### src/divider_cfg.svh
`ifndef DIVIDER_CFG_SVH
`define DIVIDER_CFG_SVH

// Operand width, integer bit on top
`define DIV_W 16

// Radix-4 recurrence steps per divide
`define DIV_ITER 9

// Width of U, UM and the position mask C
// Two quotient bits per step
`define DIV_QW (2 * `DIV_ITER)

// Signed residual width
// DIV_W+1 fraction bits plus sign and integer headroom
`define DIV_RW (`DIV_W + 4)

`endif

### src/divPkg.sv
`include "divider_cfg.svh"

package divPkg;

  // Operand pair, both normalized to [1,2)
  typedef struct packed {
    logic [`DIV_W-1:0] dividend;
    logic [`DIV_W-1:0] divisor;
  } divOpT;

  // One-hot quotient digit
  // All flags clear selects digit 0
  typedef struct packed {
    logic plus2;
    logic plus1;
    logic minus1;
    logic minus2;
  } digitT;

  // Step strobes from the sequencer
  typedef struct packed {
    logic active;
    logic first;
    logic last;
  } stepT;

  // Truncated quotient and sticky
  typedef struct packed {
    logic [`DIV_QW-2:0] quotient;
    logic               sticky;
  } divResT;

endpackage

### src/digitSelect.sv
`timescale 1ns/1ps
`include "divider_cfg.svh"

module digitSelect (
  input  logic signed [`DIV_RW-1:0] residual4,
  input  logic        [`DIV_W-1:0]  divisor,
  output divPkg::digitT             digit
);

  // All values here share the divisor's LSB weight
  logic signed [`DIV_RW-1:0] w8;
  logic signed [`DIV_RW-1:0] d1;
  logic signed [`DIV_RW-1:0] d3;
  logic                      geP3;
  logic                      geP1;
  logic                      geM1;
  logic                      geM3;

  // D and 3D zero-extended to residual width
  assign d1 = $signed({{(`DIV_RW-`DIV_W){1'b0}}, divisor});
  assign d3 = d1 + (d1 <<< 1);

  // 8w with headroom for |w| up to 2D/3
  assign w8 = residual4 <<< 1;

  // Exact thresholds at +-D and +-3D
  assign geP3 = (w8 >= d3);
  assign geP1 = (w8 >= d1);
  assign geM1 = (w8 >= -d1);
  assign geM3 = (w8 >= -d3);

  //////////////////////////////
  // One-hot digit encoding
  //////////////////////////////

  always_comb begin
    digit.plus2  = geP3;
    digit.plus1  = geP1 & ~geP3;
    // Band between -D and +D gives digit 0
    digit.minus1 = geM3 & ~geM1;
    digit.minus2 = ~geM3;
  end

endmodule

### src/divControl.sv
`timescale 1ns/1ps
`include "divider_cfg.svh"

module divControl (
  input  logic          clk,
  input  logic          arstN,
  input  logic          start,
  input  divPkg::divOpT operands,
  output divPkg::divOpT opReg,
  output logic          busy,
  output divPkg::stepT  step,
  output logic          finish
);

  localparam int CntW = $clog2(`DIV_ITER + 1);

  logic [CntW-1:0] stepCnt;
  logic            accept;

  // Start only counts while idle
  assign accept = start & ~busy;

  // Operands stay put until the next accepted start
  always_ff @(posedge clk) begin
    if (accept) begin
      opReg <= operands;
    end
  end

  //////////////////////////////
  // Step sequencing
  //////////////////////////////

  // Steps run while busy, except in the finish cycle
  always_comb begin
    step.active = busy & ~finish;
    step.first  = step.active & (stepCnt == '0);
    step.last   = step.active & (stepCnt == CntW'(`DIV_ITER - 1));
  end

  always_ff @(posedge clk or negedge arstN) begin
    if (!arstN) begin
      busy    <= 1'b0;
      finish  <= 1'b0;
      stepCnt <= '0;
    end else begin
      // Finish trails the last step by one cycle
      finish <= step.last;
      if (accept) begin
        busy    <= 1'b1;
        stepCnt <= '0;
      end else if (finish) begin
        busy <= 1'b0;
      end else if (step.active) begin
        stepCnt <= stepCnt + 1'b1;
      end
    end
  end

  // Accepted operands must be normalized
  assert property (@(posedge clk) disable iff (!arstN)
    accept |-> (operands.dividend[`DIV_W-1] & operands.divisor[`DIV_W-1]));

endmodule

### src/divIteration.sv
`timescale 1ns/1ps
`include "divider_cfg.svh"

module divIteration (
  input  logic                      clk,
  input  logic                      arstN,
  input  divPkg::stepT              step,
  input  divPkg::divOpT             opReg,
  output logic signed [`DIV_RW-1:0] residual,
  output logic [`DIV_QW-1:0]        u,
  output logic [`DIV_QW-1:0]        um
);

  // Mask starts with the top two quotient bits
  localparam logic [`DIV_QW-1:0] CInit = {2'b11, {(`DIV_QW-2){1'b0}}};

  logic signed [`DIV_RW-1:0] wCur;
  logic signed [`DIV_RW-1:0] dExt;
  logic signed [`DIV_RW-1:0] qd;
  logic signed [`DIV_RW-1:0] stepDiff;
  logic signed [`DIV_RW-1:0] resMag;
  logic signed [`DIV_RW-1:0] dBound;
  logic [`DIV_QW-1:0]        cReg;
  logic [`DIV_QW-1:0]        uCur;
  logic [`DIV_QW-1:0]        umCur;
  logic [`DIV_QW-1:0]        cCur;
  logic [`DIV_QW-1:0]        uNext;
  logic [`DIV_QW-1:0]        umNext;
  divPkg::digitT             digit;

  //////////////////////////////
  // Recurrence inputs
  //////////////////////////////

  // Residual LSB weight is a quarter of the divisor LSB
  // So X/4 is the dividend zero-extended
  assign wCur  = step.first ? $signed({{(`DIV_RW-`DIV_W){1'b0}}, opReg.dividend}) : residual;
  assign uCur  = step.first ? '0 : u;
  assign umCur = step.first ? '0 : um;
  assign cCur  = step.first ? CInit : cReg;

  assign dExt = $signed({{(`DIV_RW-`DIV_W){1'b0}}, opReg.divisor});

  // Same bits read at divisor weight give 4w
  digitSelect i_digitSelect (
    .residual4 (wCur),
    .divisor   (opReg.divisor),
    .digit     (digit)
  );

  otfConverter i_otfConverter (
    .digit  (digit),
    .u      (uCur),
    .um     (umCur),
    .c      (cCur),
    .uNext  (uNext),
    .umNext (umNext)
  );

  // q times D
  always_comb begin
    if (digit.plus2) begin
      qd = dExt <<< 1;
    end else if (digit.plus1) begin
      qd = dExt;
    end else if (digit.minus1) begin
      qd = -dExt;
    end else if (digit.minus2) begin
      qd = -(dExt <<< 1);
    end else begin
      qd = '0;
    end
  end

  // 4w - qD at divisor weight
  assign stepDiff = wCur - qd;

  //////////////////////////////
  // Step registers
  //////////////////////////////

  always_ff @(posedge clk) begin
    if (step.active) begin
      // Back to residual weight
      residual <= stepDiff <<< 2;
      u        <= uNext;
      um       <= umNext;
    end
  end

  // Two more mask bits per step
  always_ff @(posedge clk or negedge arstN) begin
    if (!arstN) begin
      cReg <= CInit;
    end else if (step.active) begin
      cReg <= {2'b11, cCur[`DIV_QW-1:2]};
    end
  end

  // Residual bound holds while the divisor is held by the sequencer
  assign resMag = residual[`DIV_RW-1] ? -residual : residual;
  assign dBound = dExt <<< 2;

  assert property (@(posedge clk) disable iff (!arstN)
    step.active |=> (resMag <= dBound));

endmodule

### src/divResult.sv
`timescale 1ns/1ps
`include "divider_cfg.svh"

module divResult (
  input  logic                      clk,
  input  logic                      arstN,
  input  logic                      finish,
  input  logic signed [`DIV_RW-1:0] residual,
  input  logic [`DIV_W-1:0]         divisor,
  input  logic [`DIV_QW-1:0]        u,
  input  logic [`DIV_QW-1:0]        um,
  output divPkg::divResT            result,
  output logic                      done
);

  logic                      negRes;
  logic signed [`DIV_RW-1:0] dAligned;
  logic signed [`DIV_RW-1:0] remFix;
  logic signed [`DIV_RW-1:0] remSel;
  logic [`DIV_QW-1:0]        qSel;
  divPkg::divResT            resNext;

  //////////////////////////////
  // Negative residual fixup
  //////////////////////////////

  assign negRes = residual[`DIV_RW-1];

  // D at residual weight
  assign dAligned = $signed({{(`DIV_RW-`DIV_W-2){1'b0}}, divisor, 2'b00});
  assign remFix   = residual + dAligned;

  // Negative w means U overshot by one unit
  assign qSel   = negRes ? um : u;
  assign remSel = negRes ? remFix : residual;

  always_comb begin
    resNext.quotient = qSel[`DIV_QW-2:0];
    // Any remainder bit left makes the quotient inexact
    resNext.sticky   = |remSel;
  end

  // Result holds until the next finish
  always_ff @(posedge clk or negedge arstN) begin
    if (!arstN) begin
      result <= '0;
      done   <= 1'b0;
    end else begin
      done <= finish;
      if (finish) begin
        result <= resNext;
      end
    end
  end

endmodule

### src/divTop.sv
`timescale 1ns/1ps
`include "divider_cfg.svh"

module divTop (
  input  logic           clk,
  input  logic           arstN,
  input  logic           start,
  input  divPkg::divOpT  operands,
  output logic           busy,
  output logic           done,
  output divPkg::divResT result
);

  divPkg::divOpT             opReg;
  divPkg::stepT              step;
  logic                      finish;
  logic signed [`DIV_RW-1:0] residual;
  logic [`DIV_QW-1:0]        u;
  logic [`DIV_QW-1:0]        um;

  // Sequencer and operand capture
  divControl i_divControl (
    .clk      (clk),
    .arstN    (arstN),
    .start    (start),
    .operands (operands),
    .opReg    (opReg),
    .busy     (busy),
    .step     (step),
    .finish   (finish)
  );

  // One radix-4 step per cycle
  divIteration i_divIteration (
    .clk      (clk),
    .arstN    (arstN),
    .step     (step),
    .opReg    (opReg),
    .residual (residual),
    .u        (u),
    .um       (um)
  );

  // Correction, sticky and done
  divResult i_divResult (
    .clk      (clk),
    .arstN    (arstN),
    .finish   (finish),
    .residual (residual),
    .divisor  (opReg.divisor),
    .u        (u),
    .um       (um),
    .result   (result),
    .done     (done)
  );

endmodule

### src/otfConverter.sv
`timescale 1ns/1ps
`include "divider_cfg.svh"

module otfConverter (
  input  divPkg::digitT      digit,
  input  logic [`DIV_QW-1:0] u,
  input  logic [`DIV_QW-1:0] um,
  input  logic [`DIV_QW-1:0] c,
  output logic [`DIV_QW-1:0] uNext,
  output logic [`DIV_QW-1:0] umNext
);

  logic [`DIV_QW-1:0] k1;
  logic [`DIV_QW-1:0] k2;
  logic [`DIV_QW-1:0] k3;

  // Lowest mask bit marks the current digit position
  assign k1 = c & ~(c << 1);
  assign k2 = (c << 1) & ~(c << 2);
  assign k3 = c & ~(c << 2);

  // Append the digit by OR only, UM tracks U minus one unit
  always_comb begin
    if (digit.plus2) begin
      uNext  = u | k2;
      umNext = u | k1;
    end else if (digit.plus1) begin
      uNext  = u | k1;
      umNext = u;
    end else if (digit.minus1) begin
      // Borrow taken from UM
      uNext  = um | k3;
      umNext = um | k2;
    end else if (digit.minus2) begin
      uNext  = um | k2;
      umNext = um | k1;
    end else begin
      uNext  = u;
      umNext = um | k3;
    end
  end

endmodule

### config.mk
export PLATFORM = sky130hd
export DESIGN_NAME = divTop
export DESIGN_NICKNAME = d
export VERILOG_FILES = /design/src/divPkg.sv /design/src/digitSelect.sv /design/src/divControl.sv /design/src/divIteration.sv /design/src/divResult.sv /design/src/divTop.sv /design/src/otfConverter.sv
export VERILOG_INCLUDE_DIRS = /design/src /design/src/src
export SDC_FILE = /design/constraint.sdc
export NUM_CORES = 1
export LEC_CHECK = 0
export ABC_AREA = 0
export CAP_MARGIN = 20
export CELL_PAD_IN_SITES_DETAIL_PLACEMENT = 0
export CELL_PAD_IN_SITES_GLOBAL_PLACEMENT = 1
export CORE_ASPECT_RATIO = 0.6
export CORE_MARGIN = 3
export CORE_UTILIZATION = 46
export DETAILED_ROUTE_END_ITERATION = 8
export DONT_BUFFER_PORTS = 1
export GPL_TIMING_DRIVEN = 1
export MAX_ROUTING_LAYER = met4
export PLACE_DENSITY_LB_ADDON = 0.1
export SETUP_SLACK_MARGIN = 0.15
export SYNTH_ARGS = -nofsm -noshare
export SYNTH_HDL_FRONTEND = slang
export SYNTH_SLANG_ARGS = --single-unit
### constraint.sdc
create_clock -name clk -period 14.9 [get_ports clk]
set_clock_uncertainty 0.1 [all_clocks]
set_input_delay 0.745 -clock clk [delete_from_list [all_inputs] [get_ports clk]]
set_output_delay 0.745 -clock clk [all_outputs]
set_load 0.01 [all_outputs]
==> impl_metrics.json, run 1 <==
{
  "slowest_delay_ps": 530,
  "maxSlewHeadroom": 0.473,
  "drc_errors": 0,
  "path_clk_slew_ps": 60,
  "cts_resized": 0,
  "cap_violations": 0,
  "crit_required_ps": 14970,
  "r2r_slack_ps": 6580,
  "reg2reg_from": "i_divControl.opReg[1]",
  "initial_core_util": 0.479,
  "ys_seq_elements": 117,
  "syn_avg_cell_area_um2": 9.02,
  "initialDrtViolationCount": 1048,
  "arrival_ps": 8400,
  "finalSetupTns_ps": 0,
  "cp_slowest_cell": "edfxtp_1",
  "htreeDepth": 4,
  "fin_crit_sh": 0.559,
  "yosysMostFrequentCell": "ha_1",
  "synth_area_mm2": 0.0103,
  "ys_types": 68,
  "grt_max_degree": 55,
  "ys_seq_area_frac": 0.326,
  "slew_violations": 0,
  "crit_family": "compound AO/OA/AOI/OAI gates",
  "synthFlopType": "edfxtp_1",
  "timing.fmax_mhz": 120,
  "hold_viol_final": 0,
  "vias_per_cell": 6.04,
  "nets": 1298,
  "clock-sinks": 117,
  "antenna_found_initial": 2,
  "grt_use_total": 0.263,
  "place_congestion": 0.913,
  "drive_above_1_share": 0.0606,
  "area_growth_pct": 8.15,
  "fp.dieW_um": 199,
  "port_buffers": 0,
  "cts_tree": "yes",
  "coreArea_mm2": 0.0214,
  "cts_inserted_buffers": 17,
  "ff2ff_path_depth": 34,
  "synth_edf_count": 84,
  "startpoint_type": "flop",
  "dieArea_mm2": 0.0242,
  "clockBufferDepth": 2,
  "ant_nets": 0,
  "end_kind": "flop",
  "chipHeight_um": 122,
  "fill_cells": 2026,
  "grt_most_used_layer": "met1",
  "min_period_ps": 8320,
  "wirelength_mm": 30.2,
  "rows": 41,
  "avgRoutedWirePerCell_um": 21.3,
  "setup_viol": 0,
  "syn_nets": 1311,
  "grt_pass1_wl_mm": 46.5,
  "clockRootBuffer": "clkbuf_16",
  "grt_remaining_overflow": 0,
  "grt_pass1_vias": 7656,
  "async_flop_share": 0.282,
  "path_buf_inv": 2,
  "grt_use_met1": 0.445,
  "outcome": "completed",
  "yosysTopAreaCellShare": 0.246,
  "hpwl_mm": 22.8,
  "met3_usage": 0.0663,
  "rsz0062_at_grt": "no",
  "synthTopCellsByCount": "133 x ha_1, 115 x a21oi_1, 103 x nand2_1",
  "timing.rr.end": "i_divIteration.residual[18]",
  "crit_top_cell": "a21oi_1",
  "clock_latency_ps": 430,
  "drt_pass1_iterations": 5,
  "worst-path-max-fanout": 22,
  "pin_count": 55,
  "tightest_slew_ps": 771,
  "grt_util_met2": 0.299,
  "ys_top_cells_by_area": "edfxtp_1 25%, ha_1 16%, dfrtp_1 8.0%",
  "netlist_instances": 1139,
  "path_class": "reg2reg",
  "synth.largest_area_cell": "edfxtp_1",
  "min_path_type": "in2async",
  "ys_warn_count": 0,
  "vias": 8580
}
repair_timing:
item,CTS,global route
endpoints found under the hold margin,33,0
setup buffers,0,0
hold buffers,1,0
worst reg2reg max path, delay by kind of cell, from the launching register on:
family	cells	cell delay (ps)
AO/OA/AOI/OAI	15	3450
AND/OR/NAND/NOR	11	1970
adder cells (fa/ha/maj)	3	820
XOR/XNOR	3	640
buffers and inverters	2	580
flip-flops	1	530
worst max-delay path by stage:
stage	startpoint	to	slack (ps)	depth (start not counted)
2_1_floorplan	i_divControl.opReg[1]	i_divIteration.residual[18]	7790	35
3_3_place_gp	i_divControl.opReg[1]	i_divIteration.residual[18]	6550	34
3_5_place_dp	i_divControl.opReg[1]	i_divIteration.residual[18]	6330	33
4_1_cts	i_divControl.opReg[1]	i_divIteration.residual[18]	6280	33
5_1_grt	i_divControl.opReg[1]	i_divIteration.residual[18]	5780	34
6_report	i_divControl.opReg[1]	i_divIteration.residual[18]	6580	34
cells in the final DEF (no fill, tap or decap), types with 4 or more instances in the layout:
master	instances
mux2i_1	42
nor4_1	14
and2_1	5
nor2_1	91
xor2_1	13
a211oi_1	20
o31ai_1	5
clkinv_4	4
buf_4	11
a211o_1	4
ha_1	133
o21bai_1	4
or2_2	8
and3_1	8
nand2b_1	17
a21o_1	19
nand4_1	13
o22ai_1	22
dfrtp_1	33
nor2b_1	13
fa_1	4
o211ai_1	7
clkinvlp_4	6
o21a_1	10
o22a_1	7
clkbuf_16	17
or3_1	6
inv_1	68
a311o_1	5
nand2_1	103
nand3_1	25
xnor2_1	52
nor3_1	39
a221oi_1	13
a31o_2	4
edfxtp_1	84
o21ai_0	38
a22oi_1	7
a21oi_1	115
state kept, by name, summed over array words and instances (netlist names):
register	flops
i_divIteration.residual	18
i_divIteration.u	17
i_divIteration.um	17
i_divResult.done	1
i_divControl.busy	1
i_divControl.opReg	32
i_divIteration.cReg	8
i_divResult.result	18
i_divControl.finish	1
i_divControl.stepCnt	4
layout make-up:
cell class,count,area [um2],area share
inverters,69,259,0.0233
flip-flops and latches,117,3350,0.301
diodes,2,5.00,0.000451
multi-input cells,907,6470,0.583
clock buffers,17,425,0.0383
well taps,279,349,0.0314
repair buffers,14,135,0.0122
clock inverters,15,110,0.00991
routing by layer:
layer	vias up	share of wire
met5	-	0
met4	0	0.0051
met3	12	0.091
met2	323	0.35
met1	4056	0.56
li1	4189	-
per-stage QoR:
stage	utilization	setup slack (ps)	hold WS, ps	cell area [um2]	cells
floorplan	-	7790	285	10300	1139
global placement	0.490	6550	350	10500	1383
detailed placement	0.490	6330	350	10500	1383
CTS	0.516	6280	38.9	11100	1416
global route	0.518	5780	40.9	11100	1420
finish	0.518	6580	50.6	11100	1420
cells by family after synthesis:
logic type      count (synthesis)  synth area share
simple gates                  355             0.166
compound gates                307             0.195
fa+ha+maj                     137             0.170
flops                         117             0.326
buf+inv                       115            0.0456
xor+xnor                       65            0.0554
mux                            43            0.0420
Power of run 1 is left out: the tool's default activity adds up to more than one toggle a clock period on the data nets, which glitch-free logic cannot reach.
==> inputs of run 2 (changes only) <==
clock period = 7.9 ns   (was 14.9 ns; I/O delays follow)
==> run 2 against run 1 <==
Fmax grew 14%. Die area stayed put. First-iteration DRC count is 5.3% higher. Final cell count increased by 4.4%. Via count up 2.9%. Cell area rose by 6.2%. Register-to-register slack worse by 6000 ps. Critical path depth increased by 2. Clock-buffer cell count rose by 4. Setup slack worse by 6000 ps. Critical path type unchanged. Largest cell class unchanged.
==> impl_metrics.json, run 2 (same netlist as run 1, synthesis figures left out) <==
{
  "slowest_delay_ps": 470,
  "hpwl_mm": 23.6,
  "cts_tree": "yes",
  "clockRootBuffer": "clkbuf_16",
  "final_common_cell": "ha_1",
  "dieArea_mm2": 0.0242,
  "clock-sinks": 117,
  "crit_family": "compound AO/OA/AOI/OAI gates",
  "initialDrtViolationCount": 1104,
  "initial_core_util": 0.479,
  "cp_slowest_cell": "edfxtp_1",
  "path_buf_inv": 5,
  "largest_register_ffs": 32,
  "antenna_found_initial": 2,
  "drive_above_1_share": 0.0908,
  "ant_nets": 0,
  "htreeDepth": 4,
  "top_register": "i_divControl.opReg",
  "chipHeight_um": 122,
  "fp.dieW_um": 199,
  "setup_viol": 0,
  "drt_pass1_iterations": 6,
  "arrival_ps": 7370,
  "coreArea_mm2": 0.0214,
  "post-place-ws_ps": 101,
  "cts_inserted_buffers": 17,
  "clock_latency_ps": 430,
  "finalSetupTns_ps": 0,
  "met3_usage": 0.0503,
  "end_kind": "flop",
  "crit_required_ps": 7970,
  "outcome": "completed",
  "layout_setup_ws_ps": 606,
  "path_class": "reg2reg",
  "rows": 41,
  "min_period_ps": 7290,
  "grt_remaining_overflow": 0,
  "vias": 8831,
  "maxSlewHeadroom": 0.374,
  "grt_pass1_wl_mm": 49.0,
  "cap_violations": 0,
  "timing.fmax_mhz": 137,
  "slew_violations": 0,
  "place_congestion": 0.946,
  "avgRoutedWirePerCell_um": 21.3,
  "fill_cells": 1964,
  "grt_util_met2": 0.332,
  "pin_count": 55,
  "grt_most_used_layer": "met1",
  "nets": 1359,
  "grt_max_degree": 49,
  "grt_use_total": 0.274,
  "mostFrequentLayoutCells": "133 x ha_1, 113 x a21oi_1, 102 x nand2_1, 90 x nor2_1, 84 x edfxtp_1",
  "grt_pass1_vias": 8089,
  "clockBufferDepth": 2,
  "fin_crit_sh": 0.923,
  "tightest_slew_ps": 929,
  "vias_per_cell": 5.96,
  "reg.largest.list": "i_divControl.opReg x32, i_divIteration.residual x18, i_divResult.result x18",
  "startpoint_type": "flop",
  "path_clk_slew_ps": 50,
  "drc_errors": 0,
  "hold_viol_final": 0,
  "port_buffers": 0,
  "worst-path-max-fanout": 8,
  "area_growth_pct": 14.9,
  "min_path_type": "in2reg",
  "grt_use_met1": 0.455,
  "rsz0062_at_grt": "no",
  "wirelength_mm": 31.5
}
-- run 2: changes by cell type in the layout (fill, tap and decap cells not counted), moves of 3 or more --
cell           delta
clkinvlp_4        -5
buf_4            +29
bufinv_16         +5
clkbuf_1          +3
dlygate4sd3_1    +33
clkinv_4          -4
-- run 2: layout make-up --
class | instances | area [um2] | share of cell area
Antenna cell | 3 | 7.51 | 0.000636
Clock buffer | 21 | 450 | 0.0382
Clock inverter | 11 | 180 | 0.0153
Inverter | 69 | 259 | 0.0220
Multi-Input combinational cell | 907 | 6530 | 0.554
Sequential cell | 117 | 3350 | 0.284
Tap cell | 279 | 349 | 0.0296
Timing Repair Buffer | 75 | 671 | 0.0568
-- run 2: what timing repair did --
| item | 4_1_cts | 5_1_grt |
|---|---|---|
| resized for setup | 1 | 17 |
| hold buffers | 34 | 0 |
| hold endpoints to repair | 65 | 0 |
| pin swaps | 0 | 5 |
| setup endpoints to repair | 2 | 10 |
| buffers inserted | 0 | 9 |
-- run 2: per-stage QoR --
| step | hold slack (ps) | util | cells | cell area, um2 |
|---|---|---|---|---|
| final | 202 | 0.550 | 1482 | 11800 |
| after global routing | 228 | 0.550 | 1481 | 11800 |
| after CTS | 314 | 0.543 | 1469 | 11600 |
| after detailed placement | 0.0247 | 0.497 | 1403 | 10700 |
| after global placement | 0.0858 | 0.497 | 1403 | 10700 |
| after floorplan | -0.591 | - | 1139 | 10300 |
-- run 2: per-layer routing --
| metal | share of wire | wire length, um |
|---|---|---|
| met5 | 0 | 0 |
| met4 | 0.0090 | 284 |
| met1 | 0.55 | 17500 |
| met2 | 0.36 | 11300 |
| met3 | 0.080 | 2510 |
-- run 2: worst paths after layout --
kind | startpoint | endpoint | slack, ps | cells past startpoint
max | i_divControl.opReg[1] | i_divIteration.residual[16] | 610 | 36
min reg2reg | i_divIteration.cReg[14] | i_divIteration.cReg[14] | 390 | 1
max in group asynchronous | arstN | i_divIteration.cReg[13] | 7160 | 2
max reg2reg | i_divControl.opReg[1] | i_divIteration.residual[16] | 610 | 36
min | start | i_divControl.stepCnt[2] | 200 | 2
min in group asynchronous | arstN | i_divResult.result[2] | 330 | 2
-- run 2: worst register-to-register path, delay by kind of cell, from the launching register on --
kind                     cells  cell delay [ps]
AO/OA/AOI/OAI               14             2460
XOR/XNOR                     3              420
adder cells (fa/ha/maj)      3             1070
buffers and inverters        5              700
flip-flops                   1              470
AND/OR/NAND/NOR             11             1840
Power of run 2 is left out for the same reason.
